$ cat src/rv_macros.svh
`ifndef RV_MACROS_SVH
`define RV_MACROS_SVH

// first fetch address after reset
`define RESET_PC 32'h0000_0000

// addi x0, x0, 0
`define NOP_INSTR 32'h0000_0013

// word index widths of the two memories
`define IMEM_ADDR_BITS 8
`define DMEM_ADDR_BITS 8

// major opcodes
`define OP_LUI    7'b0110111
`define OP_AUIPC  7'b0010111
`define OP_JAL    7'b1101111
`define OP_JALR   7'b1100111
`define OP_BRANCH 7'b1100011
`define OP_LOAD   7'b0000011
`define OP_STORE  7'b0100011
`define OP_IMM    7'b0010011
`define OP_REG    7'b0110011
`define OP_SYSTEM 7'b1110011

// csr number of tohost
`define CSR_TOHOST 12'h51e

`endif

$ cat src/rv_pkg.sv
package rv_pkg;

    typedef logic [31:0] word_t;
    typedef logic [4:0]  reg_idx_t;

    typedef struct packed {
        logic [6:0] funct7;
        reg_idx_t   rs2;
        reg_idx_t   rs1;
        logic [2:0] funct3;
        reg_idx_t   rd;
        logic [6:0] opcode;
    } r_fmt_t;

    // also carries the csr number in imm and zimm in rs1
    typedef struct packed {
        logic [11:0] imm;
        reg_idx_t    rs1;
        logic [2:0]  funct3;
        reg_idx_t    rd;
        logic [6:0]  opcode;
    } i_fmt_t;

    typedef struct packed {
        logic [6:0] imm_11_5;
        reg_idx_t   rs2;
        reg_idx_t   rs1;
        logic [2:0] funct3;
        logic [4:0] imm_4_0;
        logic [6:0] opcode;
    } s_fmt_t;

    typedef struct packed {
        logic       imm_12;
        logic [5:0] imm_10_5;
        reg_idx_t   rs2;
        reg_idx_t   rs1;
        logic [2:0] funct3;
        logic [3:0] imm_4_1;
        logic       imm_11;
        logic [6:0] opcode;
    } b_fmt_t;

    typedef struct packed {
        logic [19:0] imm_31_12;
        reg_idx_t    rd;
        logic [6:0]  opcode;
    } u_fmt_t;

    typedef struct packed {
        logic       imm_20;
        logic [9:0] imm_10_1;
        logic       imm_11;
        logic [7:0] imm_19_12;
        reg_idx_t   rd;
        logic [6:0] opcode;
    } j_fmt_t;

    // one instruction word, six views
    typedef union packed {
        r_fmt_t r_fmt;
        i_fmt_t i_fmt;
        s_fmt_t s_fmt;
        b_fmt_t b_fmt;
        u_fmt_t u_fmt;
        j_fmt_t j_fmt;
    } inst_t;

    typedef enum logic [3:0] {
        alu_add,
        alu_sub,
        alu_sll,
        alu_slt,
        alu_sltu,
        alu_xor,
        alu_srl,
        alu_sra,
        alu_or,
        alu_and,
        alu_pass_b
    } alu_op_t;

    typedef enum logic [1:0] {
        wb_alu,
        wb_mem,
        wb_pc4,
        wb_none
    } wb_sel_t;

endpackage

$ cat src/decode_stage.sv
`include "rv_macros.svh"

module decode_stage import rv_pkg::*; (
    input  logic     clk,
    input  logic     reset,
    input  word_t    pc,
    input  word_t    imem_data,
    input  logic     kill,
    input  logic     rf_we,
    input  reg_idx_t rf_waddr,
    input  word_t    rf_wdata,
    output logic     jal_redirect,
    output word_t    jal_target,
    output inst_t    d_inst,
    output word_t    d_pc,
    output word_t    d_rs1_val,
    output word_t    d_rs2_val
);

    // x0 has no storage
    word_t regs [1:31];
    inst_t cur_inst;
    word_t rs1_val;
    word_t rs2_val;
    word_t imm_j;

    // wrong-path instruction behind a taken branch or jalr
    assign cur_inst = kill ? inst_t'(`NOP_INSTR) : inst_t'(imem_data);

    always_ff @(posedge clk) begin
        if (rf_we && rf_waddr != 5'd0) begin
            regs[rf_waddr] <= rf_wdata;
        end
    end

    // async read with write-through
    always_comb begin
        if (cur_inst.r_fmt.rs1 == 5'd0) begin
            rs1_val = '0;
        end else if (rf_we && rf_waddr == cur_inst.r_fmt.rs1) begin
            rs1_val = rf_wdata;
        end else begin
            rs1_val = regs[cur_inst.r_fmt.rs1];
        end
        if (cur_inst.r_fmt.rs2 == 5'd0) begin
            rs2_val = '0;
        end else if (rf_we && rf_waddr == cur_inst.r_fmt.rs2) begin
            rs2_val = rf_wdata;
        end else begin
            rs2_val = regs[cur_inst.r_fmt.rs2];
        end
    end

    // jal resolved here, a killed jal is already a nop
    assign imm_j = {{11{cur_inst.j_fmt.imm_20}}, cur_inst.j_fmt.imm_20,
                    cur_inst.j_fmt.imm_19_12, cur_inst.j_fmt.imm_11,
                    cur_inst.j_fmt.imm_10_1, 1'b0};
    assign jal_target   = pc + imm_j;
    assign jal_redirect = (cur_inst.j_fmt.opcode == `OP_JAL);

    always_ff @(posedge clk) begin
        if (reset) begin
            d_inst <= inst_t'(`NOP_INSTR);
        end else begin
            d_inst <= cur_inst;
        end
        d_pc      <= pc;
        d_rs1_val <= rs1_val;
        d_rs2_val <= rs2_val;
    end

endmodule

$ cat config.mk
export PLATFORM = sky130hd
export DESIGN_NAME = decode_stage
export DESIGN_NICKNAME = d
export VERILOG_FILES = /design/src/rv_pkg.sv /design/src/decode_stage.sv
export VERILOG_INCLUDE_DIRS = /design/src /design/src/src
export SDC_FILE = /design/constraint.sdc
export NUM_CORES = 2
export LEC_CHECK = 0
export CAP_MARGIN = 20
export CELL_PAD_IN_SITES_DETAIL_PLACEMENT = 1
export CELL_PAD_IN_SITES_GLOBAL_PLACEMENT = 2
export CORE_MARGIN = 10
export CORE_UTILIZATION = 45
export CTS_CLUSTER_SIZE = 20
export DETAILED_ROUTE_END_ITERATION = 6
export DONT_BUFFER_PORTS = 1
export PLACE_DENSITY_LB_ADDON = 0.1
export REMOVE_ABC_BUFFERS = 1
export SKIP_CTS_REPAIR_TIMING = 1
export SLEW_MARGIN = 20
export SYNTH_ARGS = -nofsm -noshare
export SYNTH_HDL_FRONTEND = slang
export SYNTH_SLANG_ARGS = --single-unit
$ cat constraint.sdc
create_clock -name clk -period 5.8 [get_ports clk]
set_clock_uncertainty 0.2 [all_clocks]
set_input_delay 0.87 -clock clk [delete_from_list [all_inputs] [get_ports clk]]
set_output_delay 0.87 -clock clk [all_outputs]
set_load 0.1 [all_outputs]
### Word-level counts from Yosys, hierarchy flattened

Memories as Yosys holds them, arrays and structs flattened. A register that Yosys moved wholly into a read port is not among the register bits.
Index checks and enable logic that the tools add are counted.
Widths: inputs -> output; s select.

* bits in registers: 64
* bits of input ports: 105
* memories: 1
* word-level logic and storage cells: 14
* RAM bits: 992
* output and inout port bits: 161

Memory list
* regs: depth 31, width 32, rd ports 2, clocked after memory_dff 2, write ports 1, line decode_stage.sv:21 `word_t regs [1:31];`

* muxes and demuxes: 3
* add/subtract/negate cells: 1
* equality and inequality tests: 1
* reductions and logical operators: 5

Operator list (count)
* $add 32x32->32: 1
* $mux 32: 1
* $logic_not 5->1: 2
* $eq 7x7->1 const B: 1
* $reduce_bool 5->1: 1
* $mux 1: 2
* $reduce_or 2->1: 1
* $logic_and 1x1->1: 1

### Depth between registers and ports, before layout

* depth after elaboration: 4
* gate-level depth with buffers: 17
* gate-level depth less buffers: 11

### Least setup slack after synthesis

OpenSTA, ideal clock, no wires.

* path type: input-to-output
* start point: input port imem_data[22]
* end point: output port jal_target[29]
* data required time: 4.730 ns
* path buffers: 4
* stages: 15
* setup slack: -0.632 ns
* arrival: 5.362 ns
* cells stage by stage: clkbuf_1 -> nor2b_1 -> clkbuf_1 -> clkbuf_1 -> clkbuf_1 -> xor2_1 -> ha_1 -> a21oi_1 -> a2111oi_4 -> o221ai_2 -> a2111oi_4 -> o2111ai_1 -> a31oi_1 -> mux2i_1 -> xnor2_1

* word-level cells in the longest chain between the ends: 2

Ends and longest elaborated chain
* start, declared: line decode_stage.sv:7 `input word_t imem_data,`
* $mux 32: line decode_stage.sv:28 `` assign cur_inst = kill ? inst_t'(`NOP_INSTR) : inst_t'(imem_data); ``
* $add 32x32->32: line decode_stage.sv:58 `assign jal_target = pc + imm_j;`
* end, declared: line decode_stage.sv:13 `output word_t jal_target,`

Every way passes these cells.

### Worst setup path in the final report

* start point: input port imem_data[15]
* end point: output port jal_target[27]

Same word-level chain as after synthesis.

==> results.md <==
- EDFF count, synth: 992
- Htree depth: 4
- WS Path Type: primary input to output port
- Cell Count, Final, Fillers Out: 5799
- Max Root-Sink Buffers: 3
- WL final: 216000 µm
- Standard-cell row count: 125
- Clock Pin Slew Worst Setup and Hold Paths: 0.06 ns
- Area grow syn2layout: 14.1%
- CTS Buf Count: 131
- Crit-path cells: nand2b_4, nor2_1, maj3_2, a211oi_1, o22a_1, nand3_2, mux2i_1, xor2_2, buf_12
- Global-route usage over all layers: 31.2%
- DRC Markers: 3
- Vert. Die Dim: 362 µm
- Via/cell ratio: 6.92
- Crit path launch type: primary input
- Layout cells sized above 1: 13.7%
- Initial antenna violation count: 11
- Syn Std Cell Area: 0.0527 mm²
- Global-route wire length before repair: 297000 µm
- Die Span X: 362 µm
- Sink Count: 1120
- Fin Hold WS: 0.0284 ns
- Terminus of the critical flop-to-flop path: d_rs1_val[23]$_SDFF_PN0_
- Switch Pwr: 5.25 mW
- Avg Synthesized Cell Area: 12.6 µm²
- Most common cell in the netlist: edfxtp_1
- Synth unique cells: 89
- RSZ-0062 raised after global routing: false
- Violated checks: DRC, slew limit
- Post-place setup slack: 0.679 ns
- R2R cell count: 8
- Final setup fails: 0
- Worst r2r src: regs[4][23]$_DFFE_PP_
- TritonCTS clock tree: built
- WP buf/inv: 1
- Vias post-DR: 40110
- Ys Warns: 0
- Setup ws final: 0.278 ns
- P_int: 14.3 mW
- Achievable Freq: 181 MHz
- Leading area contributor after synthesis: edfxtp_1
- R2R setup slack: 3.40 ns
- Leakage: 20.2 nW
- Post-route ant nets: 0
- Clock Power Share: 41.6%
- Post-DP HPWL: 118000 µm
- Sequential power share: 48.5%
- Port buffer count: 0
- DR pass1 iterations: 7
- Worst-skew pair later-pin latency: 0.77 ns
- CP top delay family: simple AND/OR/NAND/NOR gates
- CP max stage delay: 1.06 ns
- Final Wtd Congestion: 0.816
- Comb power frac: 9.9%
- Sequential area share after synthesis: 61.4%
- DIE AREA: 0.131 mm²
- Async set or reset register ratio after synthesis: 0%
- Final period util: 95.2%
- Worst setup path end: jal_target[27]
- Critical Path RT: 4.73 ns
- Synth Instances: 4180
- GRT Residual Overflow: 0
- PD cells: 326 mW/mm²
- CP max FO: 337
- CP max stage cell: nand2b_4
- Worst-Margin Slew: 2.25 ns
- Post-DP Area: 0.0550 mm²
- Iter 0 DRT Violations: 5409
- Status: finished with violations
- Synth top area cells: edfxtp_1, mux2i_1, dfxtp_1, a21oi_1, o221ai_1
- Period minus WS final: 5.52 ns
- Placed cells: 5487
- I/O Pins: 266
- Largest net degree at the start of global routing: 363
- Final hold violations: 0
- Max_slew headroom: -49.9%
- Slew Viols, Final: 177
- Root Buffer Master: clkbuf_16
- Final #Nets: 4288
- Synth cell count leaders: edfxtp_1, nand2_1, mux2i_1
- Synth Flop Type: edfxtp_1
- Worst Setup End Kind: output port
- Worst Setup SP: imem_data[15]
- Yosys top cell area share: 56.5%
- Worst vdd ir: 0.331 mV
- Final total power: 19.6 mW
- Worst path depth: 9
- N_diodes: 0
- #FFs+latches synth: 1120
- Critical Path AT: 4.45 ns
- Max cap viols: 0
- Core Footprint: 0.116 mm²
- Wire per inst: 37.2 µm
- Switching share of power: 26.8%
- Final non-filler cell area: 0.0601 mm²
- Starting Density: 45.4%
- Vias in the first global route: 39931
- HP Class: primary input to flop
==> metal layers <==
layer / vias up / GRT usage [%] / part of all wire, %
met1: 20767 / 41.9 / 41
met2: 2385 / 49.0 / 45
met5: - / 0 / 0.021
met4: 6 / 12.0 / 3.8
met3: 486 / 7.25 / 10
li1: 16466 / - / -
==> metrics by stage <==
step,setup TNS (ns),util [%]
floorplan,-32.02,-
global placement,0,47.3
detailed placement,0,47.3
CTS,0,50.9
global route,0,51.7
finish,0,51.7
==> how the worst min path moves through the flow <==
stage	from	to	slack (ns)	cells past startpoint
2_1_floorplan	regs[1][17]$_DFFE_PP_	d_rs2_val[17]$_SDFF_PN0_	0.35	2
3_3_place_gp	regs[1][17]$_DFFE_PP_	d_rs2_val[17]$_SDFF_PN0_	0.37	2
3_5_place_dp	regs[1][17]$_DFFE_PP_	d_rs2_val[17]$_SDFF_PN0_	0.38	2
5_1_grt	reset	d_inst[4]$_SDFF_PP1_	0.005	1
4_1_cts	pc[0]	d_pc[0]$_DFF_P_	-0.11	0
6_report	reset	d_inst[4]$_SDFF_PP1_	0.03	1
==> sequential cells by signal (all words and copies together) (netlist names) <==
register and flops:
d_pc 32, regs 992, d_inst 32, d_rs2_val 32, d_rs1_val 32
==> cell usage in the layout (no fill, tap or decap), drive strengths merged, types with 110 or more instances in the layout <==
| master | n |
|---|---|
| a211oi | 110 |
| a21oi | 315 |
| buf | 165 |
| clkbuf | 192 |
| dfxtp | 128 |
| edfxtp | 992 |
| mux2i | 332 |
| nand2 | 348 |
| nor2 | 208 |
| nor2b | 163 |
| o21ai | 226 |
| o221ai | 159 |
==> power by group through the flow <==
stage / sequential (mW) / clock [mW] / combinational [mW]
2_1_floorplan: 9.64 / 0 / 1.08
3_3_place_gp: 9.67 / 0 / 1.70
3_5_place_dp: 9.67 / 0 / 1.72
4_1_cts: 9.50 / 8.22 / 1.72
5_1_grt: 9.51 / 8.55 / 2.00
6_report: 9.50 / 8.15 / 1.93
==> cells by family after synthesis <==
family	count (synthesis)	share of synthesized area (%)
adder cells (fa/ha/maj)	17	0.380
AO/OA/AOI/OAI	1251	16.1
multiplexers	456	10.1
XOR/XNOR	45	0.748
buffers and inverters	379	3.08
flip-flops	1120	61.4
AND/OR/NAND/NOR	912	8.16
==> worst register-to-register path, cell delays in order, from the launching register on <==
cell and delay, ns:
edfxtp_1 0.39, nor2b_1 0.14, a211oi_1 0.23, a21oi_1 0.09
nand2_1 0.16, o21ai_0 0.10, a222oi_1 0.58, o311a_1 0.31
nor3_1 0.06
==> layout make-up <==
cell class / count / area [µm²]
multi-input cells: 2681 / 19400
repair buffers: 222 / 2240
fillers: 11465 / 56100
clock buffers: 192 / 3800
clock inverters: 44 / 390
inverters: 16 / 60.1
well taps: 1524 / 1910
flip-flops and latches: 1120 / 32400
No activity file was read; power rests on OpenSTA's default activity.
