<file path="config.mk">
export PLATFORM = sky130hd
export DESIGN_NAME = fetch_stage
export DESIGN_NICKNAME = d
export VERILOG_FILES = /design/src/rv_pkg.sv /design/src/fetch_stage.sv
export VERILOG_INCLUDE_DIRS = /design/src /design/src/src
export SDC_FILE = /design/constraint.sdc
export NUM_CORES = 1
export LEC_CHECK = 0
export BUFFER_PORTS_ARGS = -buffer_cell sky130_fd_sc_hd__buf_2
export CORE_MARGIN = 5
export CORE_UTILIZATION = 42
export CTS_CLUSTER_DIAMETER = 120
export DETAILED_ROUTE_END_ITERATION = 7
export PLACE_DENSITY = 0.87
export SLEW_MARGIN = 10
export SYNTH_ARGS = -nofsm -noshare
export SYNTH_HDL_FRONTEND = slang
export SYNTH_SLANG_ARGS = --single-unit
</file>
<file path="constraint.sdc">
create_clock -name clk -period 1.95 [get_ports clk]
set_input_delay 0.0975 -clock clk [delete_from_list [all_inputs] [get_ports clk]]
set_output_delay 0.0975 -clock clk [all_outputs]
set_load 0.005 [all_outputs]
</file>
<file path="src/rv_macros.svh">
`ifndef RV_MACROS_SVH
`define RV_MACROS_SVH

// first fetch address after reset
`define RESET_PC 32'h0000_0000

// addi x0, x0, 0
`define NOP_INSTR 32'h0000_0013

// word index widths of the two memories
`define IMEM_ADDR_BITS 8
`define DMEM_ADDR_BITS 8

// major opcodes
`define OP_LUI    7'b0110111
`define OP_AUIPC  7'b0010111
`define OP_JAL    7'b1101111
`define OP_JALR   7'b1100111
`define OP_BRANCH 7'b1100011
`define OP_LOAD   7'b0000011
`define OP_STORE  7'b0100011
`define OP_IMM    7'b0010011
`define OP_REG    7'b0110011
`define OP_SYSTEM 7'b1110011

// csr number of tohost
`define CSR_TOHOST 12'h51e

`endif

</file>
<file path="src/rv_pkg.sv">
package rv_pkg;

    typedef logic [31:0] word_t;
    typedef logic [4:0]  reg_idx_t;

    typedef struct packed {
        logic [6:0] funct7;
        reg_idx_t   rs2;
        reg_idx_t   rs1;
        logic [2:0] funct3;
        reg_idx_t   rd;
        logic [6:0] opcode;
    } r_fmt_t;

    // also carries the csr number in imm and zimm in rs1
    typedef struct packed {
        logic [11:0] imm;
        reg_idx_t    rs1;
        logic [2:0]  funct3;
        reg_idx_t    rd;
        logic [6:0]  opcode;
    } i_fmt_t;

    typedef struct packed {
        logic [6:0] imm_11_5;
        reg_idx_t   rs2;
        reg_idx_t   rs1;
        logic [2:0] funct3;
        logic [4:0] imm_4_0;
        logic [6:0] opcode;
    } s_fmt_t;

    typedef struct packed {
        logic       imm_12;
        logic [5:0] imm_10_5;
        reg_idx_t   rs2;
        reg_idx_t   rs1;
        logic [2:0] funct3;
        logic [3:0] imm_4_1;
        logic       imm_11;
        logic [6:0] opcode;
    } b_fmt_t;

    typedef struct packed {
        logic [19:0] imm_31_12;
        reg_idx_t    rd;
        logic [6:0]  opcode;
    } u_fmt_t;

    typedef struct packed {
        logic       imm_20;
        logic [9:0] imm_10_1;
        logic       imm_11;
        logic [7:0] imm_19_12;
        reg_idx_t   rd;
        logic [6:0] opcode;
    } j_fmt_t;

    // one instruction word, six views
    typedef union packed {
        r_fmt_t r_fmt;
        i_fmt_t i_fmt;
        s_fmt_t s_fmt;
        b_fmt_t b_fmt;
        u_fmt_t u_fmt;
        j_fmt_t j_fmt;
    } inst_t;

    typedef enum logic [3:0] {
        alu_add,
        alu_sub,
        alu_sll,
        alu_slt,
        alu_sltu,
        alu_xor,
        alu_srl,
        alu_sra,
        alu_or,
        alu_and,
        alu_pass_b
    } alu_op_t;

    typedef enum logic [1:0] {
        wb_alu,
        wb_mem,
        wb_pc4,
        wb_none
    } wb_sel_t;

endpackage

</file>
<file path="src/fetch_stage.sv">
`include "rv_macros.svh"

module fetch_stage import rv_pkg::*; (
    input  logic  clk,
    input  logic  reset,
    input  logic  redirect,
    input  word_t redirect_target,
    input  logic  jal_redirect,
    input  word_t jal_target,
    output word_t next_pc,
    output word_t pc
);

    word_t pc_plus4;

    assign pc_plus4 = pc + 32'd4;

    // execute redirect wins over a jal in decode
    always_comb begin
        if (reset) begin
            next_pc = `RESET_PC;
        end else if (redirect) begin
            next_pc = redirect_target;
        end else if (jal_redirect) begin
            next_pc = jal_target;
        end else begin
            next_pc = pc_plus4;
        end
    end

    // pc follows the selected next pc
    always_ff @(posedge clk) begin
        pc <= next_pc;
    end

endmodule

</file>
### After elaboration in Yosys (flattened, before gate mapping)

Index checks and enable logic that the tools add are counted.

| cells by class | value |
|---|---|
| add/subtract/negate cells | 1 |
| muxes and demuxes | 3 |

Operators with widths:

| kind | number |
|---|---|
| two-way mux 32 bit | 3 |
| adder 32 x 3 -> 32 bit (second input constant) | 1 |

| storage, ports and cells | value |
|---|---|
| register bits after elaboration | 32 |
| bits of input ports | 68 |
| output and inout bits | 64 |
| logic and storage cells | 5 |

### Depth between registers and ports, before layout

Gate-level depths: netlist of run 1.

| logic depth | value |
|---|---|
| depth after elaboration | 4 |
| mapped depth | 6 |
| depth with buffers taken out | 6 |

### Worst setup path before layout of run 1

OpenSTA, ideal clock, no wires.

| timing path | value |
|---|---|
| kind | flip-flop to flip-flop |
| start point | register pc[2] |
| end point | register pc[30] |
| library setup time | 98 ps |
| arrival | 1667 ps |
| data required time | 1852 ps |
| setup slack | 186 ps |
| cell stages (with the launch flop) | 7 |
| buffers on the path | 0 |
| period minus slack after synthesis | 1764 ps |
| cells stage by stage | dfxtp_1 -> ha_1 -> nand4_2 -> nor3_2 -> nand4_1 -> xor2_1 -> a211oi_2 |

| on the way | value |
|---|---|
| word-level cells in the longest chain between the ends | 4 |

RTL lines:

| item | RTL line | text |
|---|---|---|
| start, declared | fetch_stage.sv:11 | `output word_t pc` |
| start signal, assigned | fetch_stage.sv:33 | `pc <= next_pc;` |
| adder 32 x 3 -> 32 bit | fetch_stage.sv:16 | `assign pc_plus4 = pc + 32'd4;` |
| two-way mux 32 bit | fetch_stage.sv:24 | `end else if (jal_redirect) begin` |
| two-way mux 32 bit | fetch_stage.sv:22 | `end else if (redirect) begin` |
| two-way mux 32 bit | fetch_stage.sv:20 | `if (reset) begin` |
| via next_pc[30] | fetch_stage.sv:10 | `output word_t next_pc,` |

The timed path passes the listed nets, and every way through them passes these cells.

### Worst setup path after layout of run 1

| timing path | value |
|---|---|
| start point | register pc[3] |
| end point | output port next_pc[30] |

| on the way | value |
|---|---|
| word-level cells in the longest chain between the ends | 4 |

RTL lines:

| item | RTL line |
|---|---|
| adder 32 x 3 -> 32 bit | fetch_stage.sv:16 |
| two-way mux 32 bit | fetch_stage.sv:24 |
| two-way mux 32 bit | fetch_stage.sv:22 |
| two-way mux 32 bit | fetch_stage.sv:20 |
| end, declared | fetch_stage.sv:10 |

Every way passes these cells.

==> results of run 1 <==
per-stage QoR:
| step | utilization | cell area (um^2) | TNS [ns] | total power, uW |
|---|---|---|---|---|
| final | 0.779 | 3440 | -1.80 | 2020 |
| after global routing | 0.779 | 3440 | -4.13 | 2090 |
| after CTS | 0.732 | 3230 | -1.09 | 1960 |
| after detailed placement | 0.631 | 2790 | 0 | 1200 |
| after global placement | 0.631 | 2790 | 0 | 1190 |
| after floorplan | - | 1950 | 0 | 955 |
where the power goes:
| group | internal (uW) | leakage, uW | switching, uW | total (uW) |
|---|---|---|---|---|
| Combinational | 270 | 0.00137 | 266 | 537 |
| Sequential | 704 | 0.000272 | 49.8 | 754 |
| Clock | 451 | 0.0000645 | 274 | 725 |
| Total | 1430 | 0.00171 | 590 | 2020 |
cell usage after synthesis, drive strengths merged (2+ instances only):
cell type	number	area, um^2
nor4	5	76.3
and4	3	27.5
and3	7	46.3
nand2	21	81.3
nor3	2	15.0
a21oi	10	50.1
mux2i	6	60.1
clkbuf	9	53.8
inv	4	15.0
a22oi	7	52.6
o21a	3	22.5
xnor2	8	70.1
a211oi	11	118
nand4	11	87.6
dfxtp	32	641
o21ai	8	40.0
o22ai	17	106
buf	2	22.5
xor2	19	166
nor2	20	75.1
nand3	9	62.6
what timing repair did:
item	in CTS	in global routing
hold buffers	0	0
endpoints found under the setup margin	22	24
pin swaps	25	36
cloned	1	0
buffers inserted	20	14
gates resized for setup	39	31
how the worst max path moves through the flow:
| stage | cells after the start | endpoint | slack (ns) | startpoint |
|---|---|---|---|---|
| after floorplan | 6 | pc[30]$_DFF_P_ | 0.19 | pc[2]$_DFF_P_ |
| after global placement | 7 | next_pc[12] | 0.09 | pc[2]$_DFF_P_ |
| after detailed placement | 7 | next_pc[22] | 0.06 | pc[2]$_DFF_P_ |
| after CTS | 8 | next_pc[29] | -0.11 | pc[6]$_DFF_P_ |
| after global routing | 6 | next_pc[30] | -0.31 | pc[15]$_DFF_P_ |
| final | 9 | next_pc[30] | -0.18 | pc[3]$_DFF_P_ |
final cells by class:
class	count	area share
clock buffers	7	0.0280
clock inverters	1	0.00874
inverters	5	0.00546
multi-input cells	173	0.413
flip-flops and latches	32	0.195
well taps	52	0.0189
repair buffers	188	0.330
metal layers:
layer | up-vias | GRT usage
met5 | - | 0
met4 | 0 | 0.123
met3 | 29 | 0.0801
met2 | 154 | 0.454
met1 | 1252 | 0.281
li1 | 1189 | -
cell families (layout without fill, tap and decap cells):
kind of cell | count (synthesis) | count (layout) | synth area share
compound gates | 61 | 61 | 0.222
xor+xnor | 27 | 27 | 0.121
fa+ha+maj | 1 | 1 | 0.00642
buf+inv | 16 | 201 | 0.0488
flops | 32 | 32 | 0.329
mux | 6 | 6 | 0.0308
simple gates | 78 | 78 | 0.242
worst min-delay path, cell delays in order:
cell and delay, ns:
buf_2 0.10, nand2_1 0.07, o2bb2ai_2 0.07
==> impl.org, run 1 <==
** Critical path
- Crit. End Element :: output pin
- CP startpoint kind :: flop
- The startpoint identified for the worst register-to-register timing path is pc[16]$_DFF_P_.
- Slowest cell delay on critical path :: about 0.34 ns
- Critical path buffer and inverter count :: 3
- Traced cell by cell, the critical path runs through buf_4 > ha_4 > nand4_4 > nor3_2 > buf_4 > nand4_1 > xor2_1 > a211oi_2 > buf_2.
- Largest driver fanout on the critical path :: 5
- Cell family with most CP delay :: buffers and inverters
- STA puts the critical path data required time at approximately 1.9 ns.
- Most used cell along the critical path :: buf_4
- RR Endpoint :: pc[26]$_DFF_P_
- Worst Setup Path Type :: reg2out
- The number of cells on the worst reg-to-reg path is 9.
- On the critical path, the stage with the largest delay is an instance of dfxtp_2.
- Crit path DAT :: about 2.0 ns
- The setup check on the worst reg-to-reg path leaves a slack of ~0.080 ns.

** GRT
- Global-route wire length before repair :: between 10000 and 15000 um
- Residual overflow from global routing :: 0
- The number of antenna violations at the first check in global routing came to 0.
- For this run, the total global-route usage over all layers was measured as 0.259.
- Number of global-route vias before repair :: approximately 2600
- Largest net degree at the start of global routing :: 21

** Hold path
- Min-delay worst type :: in2reg
- The path with the worst hold slack has its endpoint at pc[8]$_DFF_P_.
- Origin of the worst min-delay path :: redirect_target[8]
- Cells on Worst Hold Path :: 3

** STA
- The worst path in the final design needs a cycle of 2.13 ns, including I/O delays and setup.
- Fin crit share :: 1.09
- Maximum clock frequency :: around 470 MHz
- The hold violation count in the final report is 0.
- Smallest setup slack after layout :: -0.184 ns
- Smallest hold slack :: about 0.08 ns
- Setup repair after global routing could not meet its margin everywhere.
- At the pin with the least slew margin, the transition time is around 0.70 ns.
- Setup violations remaining at the end of the flow were counted as 20.
- Post-Route Skew :: about 0.008 ns
- Total count of max-transition violations in the final report :: 0
- In this run the tightest slew margin relative to its limit is 0.532.

** Logic synthesis
- After synthesis, the mean cell area works out to just under 9 um^2.
- Number of enable-type register cells in the synthesized netlist :: 0
- Post-Syn Nets :: 290
- Synth cell types :: 38
- The cell area that synthesis handed to floorplanning was 1950 um^2.
- Counting flops with an async set or reset pin after synthesis yields a share of 0.
- For this run, the register share of the synthesized area comes to 0.329.
- Post-synthesis sequential element count :: 32
- Count of warnings emitted by yosys :: 0
- Post-Syn Instances :: ~220
- Top_reg_cell synth :: dfxtp_1

** Die
- The initial utilization of the core area, before any placement, comes to 0.441.
- The floorplan step defined a core boundary enclosing 4410 um^2.
- Die extent in y :: 78.1 um
- Area of the die :: slightly above 6000 um^2
- Num ports :: between 100 and 150
- Die width :: between 70 and 80 um
- The floorplan has 24 rows.

** Layout
- More flip-flops sit in one register than any other, and that register is pc.
- Relative to the synthesized area, the layout overhead comes to 76.4%.
- Fraction of layout instances using a drive strength above 1 :: 0.631
- Multi-input combinational cell area :: about 1400 um^2
- Leaving out filler cells and counting taps, the final layout contains approximately 460.
- The register with the most flip-flops in the layout has 32 of them.
- The largest registers in the layout are pc: 32 flops.
- Number of diodes :: 0
- In the layout the commonest cells are 131 x buf_2, 47 x buf_4, 18 x nor2_1.
- Leaving out fill and tap cells, the most frequent cell in the layout is buf_2.
- The layout has around 290 filler cells.
- Storage element area :: 672 um^2
- The final layout contains 474 nets.

** Drt
- Amount of wire on met2 after detailed routing :: 4440 um
- Via total after detailed routing :: about 2600
- After detailed routing, the number of remaining DRC violations is 0.
- After detailed routing, the average wire length per cell comes to approximately 19 um.
- Count of nets left with antenna violations after detail routing :: 0
- Dividing the detail-routed via count by the number of cells gives approximately 5.7.
- Pre-Repair DR Iteration Count :: 4
- Highest routed layer :: met4
- Summed over all nets, wire length on met3 after detailed routing comes to around 860 um.
- The routed design has roughly 8700 um of wire.
- For this block, the initial DRC count from the detailed router was approximately 140.
- Sum of routed wire segments on met1 :: about 3100 um

** Power
- Maximum resistive drop on vdd :: around 0.47 mV
- In this run the power density over the cells is 586 nW/um^2.
- In this run the static leakage power is approximately 0.0017 uW.

** CTS
- CTS tree :: built
- After clock tree synthesis, the clock-pin slew on the worst setup and hold paths is roughly 0.07 ns.
- Clock network latency to the later pin of the worst-skew pair :: around 0.30 ns
- The clock drives 32 sinks.
- Bufs on Longest Clock Path :: 2
- Number of buffers created by CTS :: 5
- The H-tree was split into 2 levels.
- The root buffer cell chosen for the clock tree is clkbuf_8.

** Placement
- Worst setup timing slack at the placement stage :: 0.0615 ns
- DPL Wire Length :: 5540 um
- Count of port buffers added during placement :: about 130
- After detailed placement, the design holds a cell count of approximately 420.
- Routability congestion estimate from global placement :: between 0.9 and 1

** Run status
- The run finished, with violations left.
- The checks that failed: negative setup slack.

** Flow run
- Number of violations of the max-capacitance limit :: 0
(Power assumes the default switching activity.)
==> run 2: changes to the inputs <==
==> constraint.sdc (replaced) <==
create_clock -name clk -period 1.95 [get_ports clk]
set_input_delay 0.39 -clock clk [delete_from_list [all_inputs] [get_ports clk]]
set_output_delay 0.39 -clock clk [all_outputs]
set_load 0.005 [all_outputs]
==> impl.org, run 2 (synthesis results as in run 1) <==
** STA
- For this run, the top clock speed supported by timing is roughly 420 MHz.
- Subtracting the final worst setup slack from the clock period gives between 2 and 2.5 ns.
- Final setup violating endpoints :: 26
- Final-report hold violation count :: 0
- Smallest setup slack after layout :: -0.448 ns
- Fin crit share :: 1.23
- Total count of max-transition violations in the final report :: 0
- Post-Route Skew :: around 0.0049 ns
- Actual slew at the worst max-slew pin :: between 0.4 and 0.5 ns
- Final hold analysis gives a worst-case slack of 0.377 ns.
- Worst slew slack as a fraction of its limit :: 0.686
- Setup repair after global routing could not meet its margin everywhere.

** GRT
- Global routing met1 resource utilization :: 0.279
- For this run, the total global-route usage over all layers was measured as 0.245.
- The global routing stage identified its most utilized layer as met2.
- Number of global-route vias before repair :: 2616
- The number of antenna violations at the first check in global routing came to 0.
- The first global-routing pass estimated 12300 um of wire.
- For met3 alone, demand over resource in global routing was 0.0709.
- Entering global routing, the biggest net connects 17 pins.
- Residual overflow from global routing :: 0
- Met2 Track Usage GR :: 0.440

** Layout
- Biggest regs :: pc: 32 flops
- Number of fill cells :: 233
- Reg with most FFs :: pc
- For this run, the post-layout net count is around 500.
- In the final layout, the share of cells above drive strength 1 is 0.677.
- Once layout is done, the placed cells without fillers occupy 3670 um^2.
- Highest-count cells in the layout ignoring fill and taps :: 131 x buf_2, 66 x buf_4, 18 x xor2_1
- Relative to the synthesized area, the layout overhead comes to 88.6%.
- Number of flip-flops in the largest register :: 32
- Number of diodes :: 0
- Leaving out fill and tap cells, the most frequent cell in the layout is buf_2.

** Hold path
- Min-delay worst type :: in2reg
- Origin of the worst min-delay path :: redirect_target[6]

** Power
- Power density over the cells :: approximately 500 nW/um^2
- Summed over all cells, the static leakage comes to 0.00187 uW.
- IR analysis of the VDD net gives a maximum drop of ~0.37 mV.

** Drt
- Via total after detailed routing :: between 2000 and 3000
- The first TritonRoute pass finished after 4 iterations.
- The final layout contains routed wiring with a total length of a little under 9000 um.
- Via density per instance :: 5.57
- For this block, the initial DRC count from the detailed router was between 150 and 200.
- Number of remaining DRC errors :: 0
- The count of nets left with antenna violations once routing finished came out at 0.
- In the final routed layout, each cell accounts on average for around 18 um.

** Critical path
- The worst setup path is captured at an output pin.
- The worst setup path is of the reg2out kind.
- Largest driver fanout on the critical path :: 7
- Tracing the worst setup path back leads to its startpoint at pc[4]$_DFF_P_.
- STA puts the critical path data required time at 1.56 ns.
- In this run the critical register-to-register path is launched from pc[6]$_DFF_P_.
- CP startpoint kind :: flop
- At the worst endpoint, the arrival time is about 2.0 ns.

** CTS
- Clock network latency to the later pin of the worst-skew pair :: between 0.2 and 0.3 ns
- CTS tree :: built
- After clock tree synthesis, the clock-pin slew on the worst setup and hold paths is 0.07 ns.
- In this run the number of H-tree levels came out at 2.
- # clock sinks :: 32
- Clock tree root buffer cell :: clkbuf_8
- Number of buffers created by CTS :: 5
- No sink is reached through more buffers than the 2 on the longest clock path.

** Flow run
- Number of violations of the max-capacitance limit :: 0

** Die
- FP Rows :: 24
- The initial utilization of the core area, before any placement, comes to 0.441.
- Num ports :: approximately 130
- Placeable core region :: ~4400 um^2
- The die covers slightly above 6000 um^2.
- The die is 78.1 um wide.
- From bottom edge to top edge, the die measures 78.1 um.

** Run status
- Violations in the final reports :: negative setup slack
- Status :: complete, but fails checks

** Placement
- Detailed placement finished with a half-perimeter wire length of 5800 um.
- The congestion estimate from routability-driven global placement came to 0.921.
- Post-Place Cell Area :: ~3000 um^2
- Count of port buffers added during placement :: 131
-- run 2: cell count changes in the layout (fill, tap and decap cells not counted), sizes merged --
cell and change:
bufinv -1, buf +25
-- run 2: layout make-up --
cell class / count / area (um^2) / share of cell area
sequential: 32 / 679 / 0.185
multi-input combinational: 173 / 1490 / 0.406
timing repair buffer: 212 / 1330 / 0.362
tap: 52 / 65.1 / 0.0177
clock buffer: 8 / 90.1 / 0.0245
inverter: 5 / 18.8 / 0.00511
-- run 2: critical path, stage by stage (launching register included) --
cell and delay [ns]:
dfxtp_2 0.37, nand3_4 0.09, nor4_4 0.32, buf_6 0.18
buf_4 0.12, nand4_4 0.06, xor2_1 0.18, a211oi_2 0.23
buf_2 0.16
-- run 2: metal layers --
metal,share of wire,vias up
met5,0,-
met4,0.028,0
met3,0.072,27
met2,0.53,126
met1,0.37,1291
li1,-,1239
-- run 2: worst paths after layout --
kind,endpoint,slack (ns),cells after the start
setup / recovery,next_pc[23],-0.45,8
hold / removal,pc[6]$_DFF_P_,0.38,3
setup reg to reg,pc[26]$_DFF_P_,0.12,9
hold reg to reg,pc[11]$_DFF_P_,0.62,2
-- run 2: what timing repair did --
action | in CTS | in global routing
resized for setup | 60 | 35
setup buffers | 15 | 17
endpoints found under the setup margin | 27 | 28
gates cloned | 0 | 0
hold buffers | 0 | 0
endpoints found under the hold margin | 0 | 0
pin swaps | 36 | 26
-- run 2: report_power, final --
part / internal (uW) / total [uW] / leakage (uW) / switching [uW]
Combinational: 302 / 581 / 0.00155 / 279
Clock: 288 / 528 / 0.0000455 / 240
Sequential: 706 / 758 / 0.000274 / 51.9
-- run 2: per-stage QoR --
stage,TNS [ns],power (uW),util,setup slack (ns),cells
finish,-8.01,1870,0.832,-0.448,482
floorplan,-0.125,958,-,-0.0305,221
CTS,-6.73,1820,0.774,-0.407,468
global route,-10.64,1960,0.832,-0.557,482
detailed placement,-1.67,1240,0.683,-0.192,445
global placement,-0.784,1230,0.683,-0.110,445
==> run 3: changes to the inputs <==
Settings changed: BUFFER_PORTS_ARGS -buffer_cell sky130_fd_sc_hd__buf_2 to default, CORE_UTILIZATION 42 to 60, DONT_BUFFER_PORTS from default to 1, PLACE_DENSITY 0.87 to 0.82.
==> impl.org, run 3 (synthesis results as in run 1) <==
** Drt
- Total wire length after detailed routing :: roughly 10000 um
- The routed layout has about 2400 vias.
- For this block, the initial DRC count from the detailed router was 361.
- Via density per instance :: 7.44
- Number of remaining DRC errors :: 0
- Drt wl/cell :: roughly 30 um
- Count of nets left with antenna violations after detail routing :: 0
- Pre-Repair DR Iteration Count :: 8

** Layout
- Number of fill cells :: 86
- Highest-count cells in the layout ignoring fill and taps :: 47 x buf_4, 17 x nor2_1, 17 x xor2_1
- After the last flow step, the layout net total stands at 350.
- From synthesis to final layout, the design area changed by 50.1%.
- Biggest regs :: pc: 32 flops
- Reg with most FFs :: pc
- Number of flip-flops in the largest register :: 32
- Leaving out fill and tap cells, the most frequent cell in the layout is buf_4.
- Fraction of layout instances using a drive strength above 1 :: 0.535

** Flow run
- Number of violations of the max-capacitance limit :: 0

** Critical path
- Crit path DAT :: 2.17 ns
- In this run the register-to-register setup slack is roughly 0.04 ns.
- The worst setup path is of the reg2out kind.
- Largest driver fanout on the critical path :: 4
- CP startpoint kind :: flop
- The worst setup path is captured at an output pin.
- Worst Path Required :: 1.56 ns

** STA
- The worst path in the final design needs a cycle of 2.56 ns, including I/O delays and setup.
- Setup repair after global routing could not meet its margin everywhere.
- Post-Route Skew :: roughly 0.011 ns
- Smallest hold slack :: 0.102 ns
- Setup violations remaining at the end of the flow were counted as 28.
- Final-report hold violation count :: 0
- Total count of max-transition violations in the final report :: 0
- Worst slew slack as a fraction of its limit :: 0.654
- For the pin with the worst max-slew slack, the measured transition is 0.518 ns.
- After layout, the worst setup slack is -0.607 ns.
- Sum of negative setup slack :: -10.02 ns
- Of the available clock period, the critical path in the final layout requires 1.31.
- Timing would allow up to roughly 390 MHz.

** Die
- Num ports :: roughly 130
- From left edge to right edge, the die measures ~67 um.
- The die covers between 4000 and 5000 um^2.
- In this run the vertical extent of the chip is about 67 um.
- Placeable core region :: 3080 um^2
- The floorplan has 20 rows.
- The initial utilization of the core area, before any placement, comes to 0.633.

** Hold path
- The min-delay analysis places its worst path in the category in2reg.

** Run status
- Violations in the final reports :: negative setup slack
- Status :: complete, but fails checks

** CTS
- H-tree levels :: 2
- After clock tree synthesis, the flow added hold-fix buffers numbering 0.
- After clock tree synthesis, the clock-pin slew on the worst setup and hold paths is about 0.1 ns.
- Clock tree root buffer cell :: clkbuf_4
- CTS saw 32 sinks.
- The longest clock path from root to sink contains 2 buffers.
- CTS tree :: built
- Clock network latency to the later pin of the worst-skew pair :: between 0.3 and 0.4 ns
- Number of buffers created by CTS :: 5

** Placement
- At the end of routability-driven placement, the weighted congestion stood at 0.880.
- At the placement stage, the worst setup path has a slack of -0.195 ns.
- DPL Wire Length :: roughly 4800 um
- Count of port buffers added during placement :: 0

** GRT
- Residual overflow from global routing :: 0
- The number of global-route vias before repair came to 2019.
- The first global-routing pass estimated a little over 10000 um of wire.
- Largest net degree at the start of global routing :: 33
- The number of antenna violations at the first check in global routing was 1.
- In the global route stage, overall resource usage came out at 0.302.

** Power
- Across the VDD grid, the largest voltage drop is ~0.45 mV.
- Overall Power :: roughly 1600 uW
- Power density over the cells :: 547 nW/um^2
- Leakage power :: roughly 0.0012 uW
## run 3: worst paths after layout
check,from,to,depth (start not counted)
setup reg to reg,pc[14]$_DFF_P_,pc[30]$_DFF_P_,6
setup / recovery,pc[14]$_DFF_P_,next_pc[30],6
hold reg to reg,pc[31]$_DFF_P_,pc[31]$_DFF_P_,2
hold / removal,reset,pc[9]$_DFF_P_,1
## run 3: layout make-up
| cell class | instances | area [um^2] | share of cell area |
|---|---|---|---|
| Sequential cell | 32 | 668 | 0.228 |
| Tap cell | 44 | 55.1 | 0.0188 |
| Antenna cell | 1 | 2.50 | 0.000856 |
| Timing Repair Buffer | 64 | 571 | 0.195 |
| Inverter | 5 | 18.8 | 0.00642 |
| Multi-Input combinational cell | 173 | 1550 | 0.530 |
| Clock buffer | 8 | 58.8 | 0.0201 |
## run 3: metal layers
metal,GRT usage,vias to the layer above,wire (um)
met3,0.147,82,1410
met1,0.322,1114,3060
met2,0.527,291,4590
li1,-,946,-
met5,0,-,0
met4,0.0759,0,685
## run 3: critical path, cell delays in order, from the launching register on
cell,delay [ns]
dfxtp_2,0.40
nand4_1,0.19
nor4_4,0.43
buf_4,0.20
nand4_1,0.13
xor2_1,0.18
a211oi_2,0.27
## run 3: metrics by stage
| stage | cell area, um^2 | instances | utilization |
|---|---|---|---|
| 4_1_cts | 2570 | 313 | 0.837 |
| 3_5_place_dp | 2290 | 298 | 0.743 |
| 2_1_floorplan | 1970 | 221 | - |
| 6_report | 2920 | 327 | 0.950 |
| 3_3_place_gp | 2290 | 298 | 0.743 |
| 5_1_grt | 2920 | 327 | 0.950 |
## run 3: what timing repair did
item                       4_1_cts  5_1_grt
cloned                           0        1
resized for setup               47       55
pin swaps                       43       50
setup endpoints to repair       27       28
buffers inserted                 8       13
## run 3: where the power goes
group          total [uW]  internal [uW]  switching (uW)
Sequential            769            706            62.9
Clock                 428            178             251
Combinational         403            181             222
Total                1600           1060             536
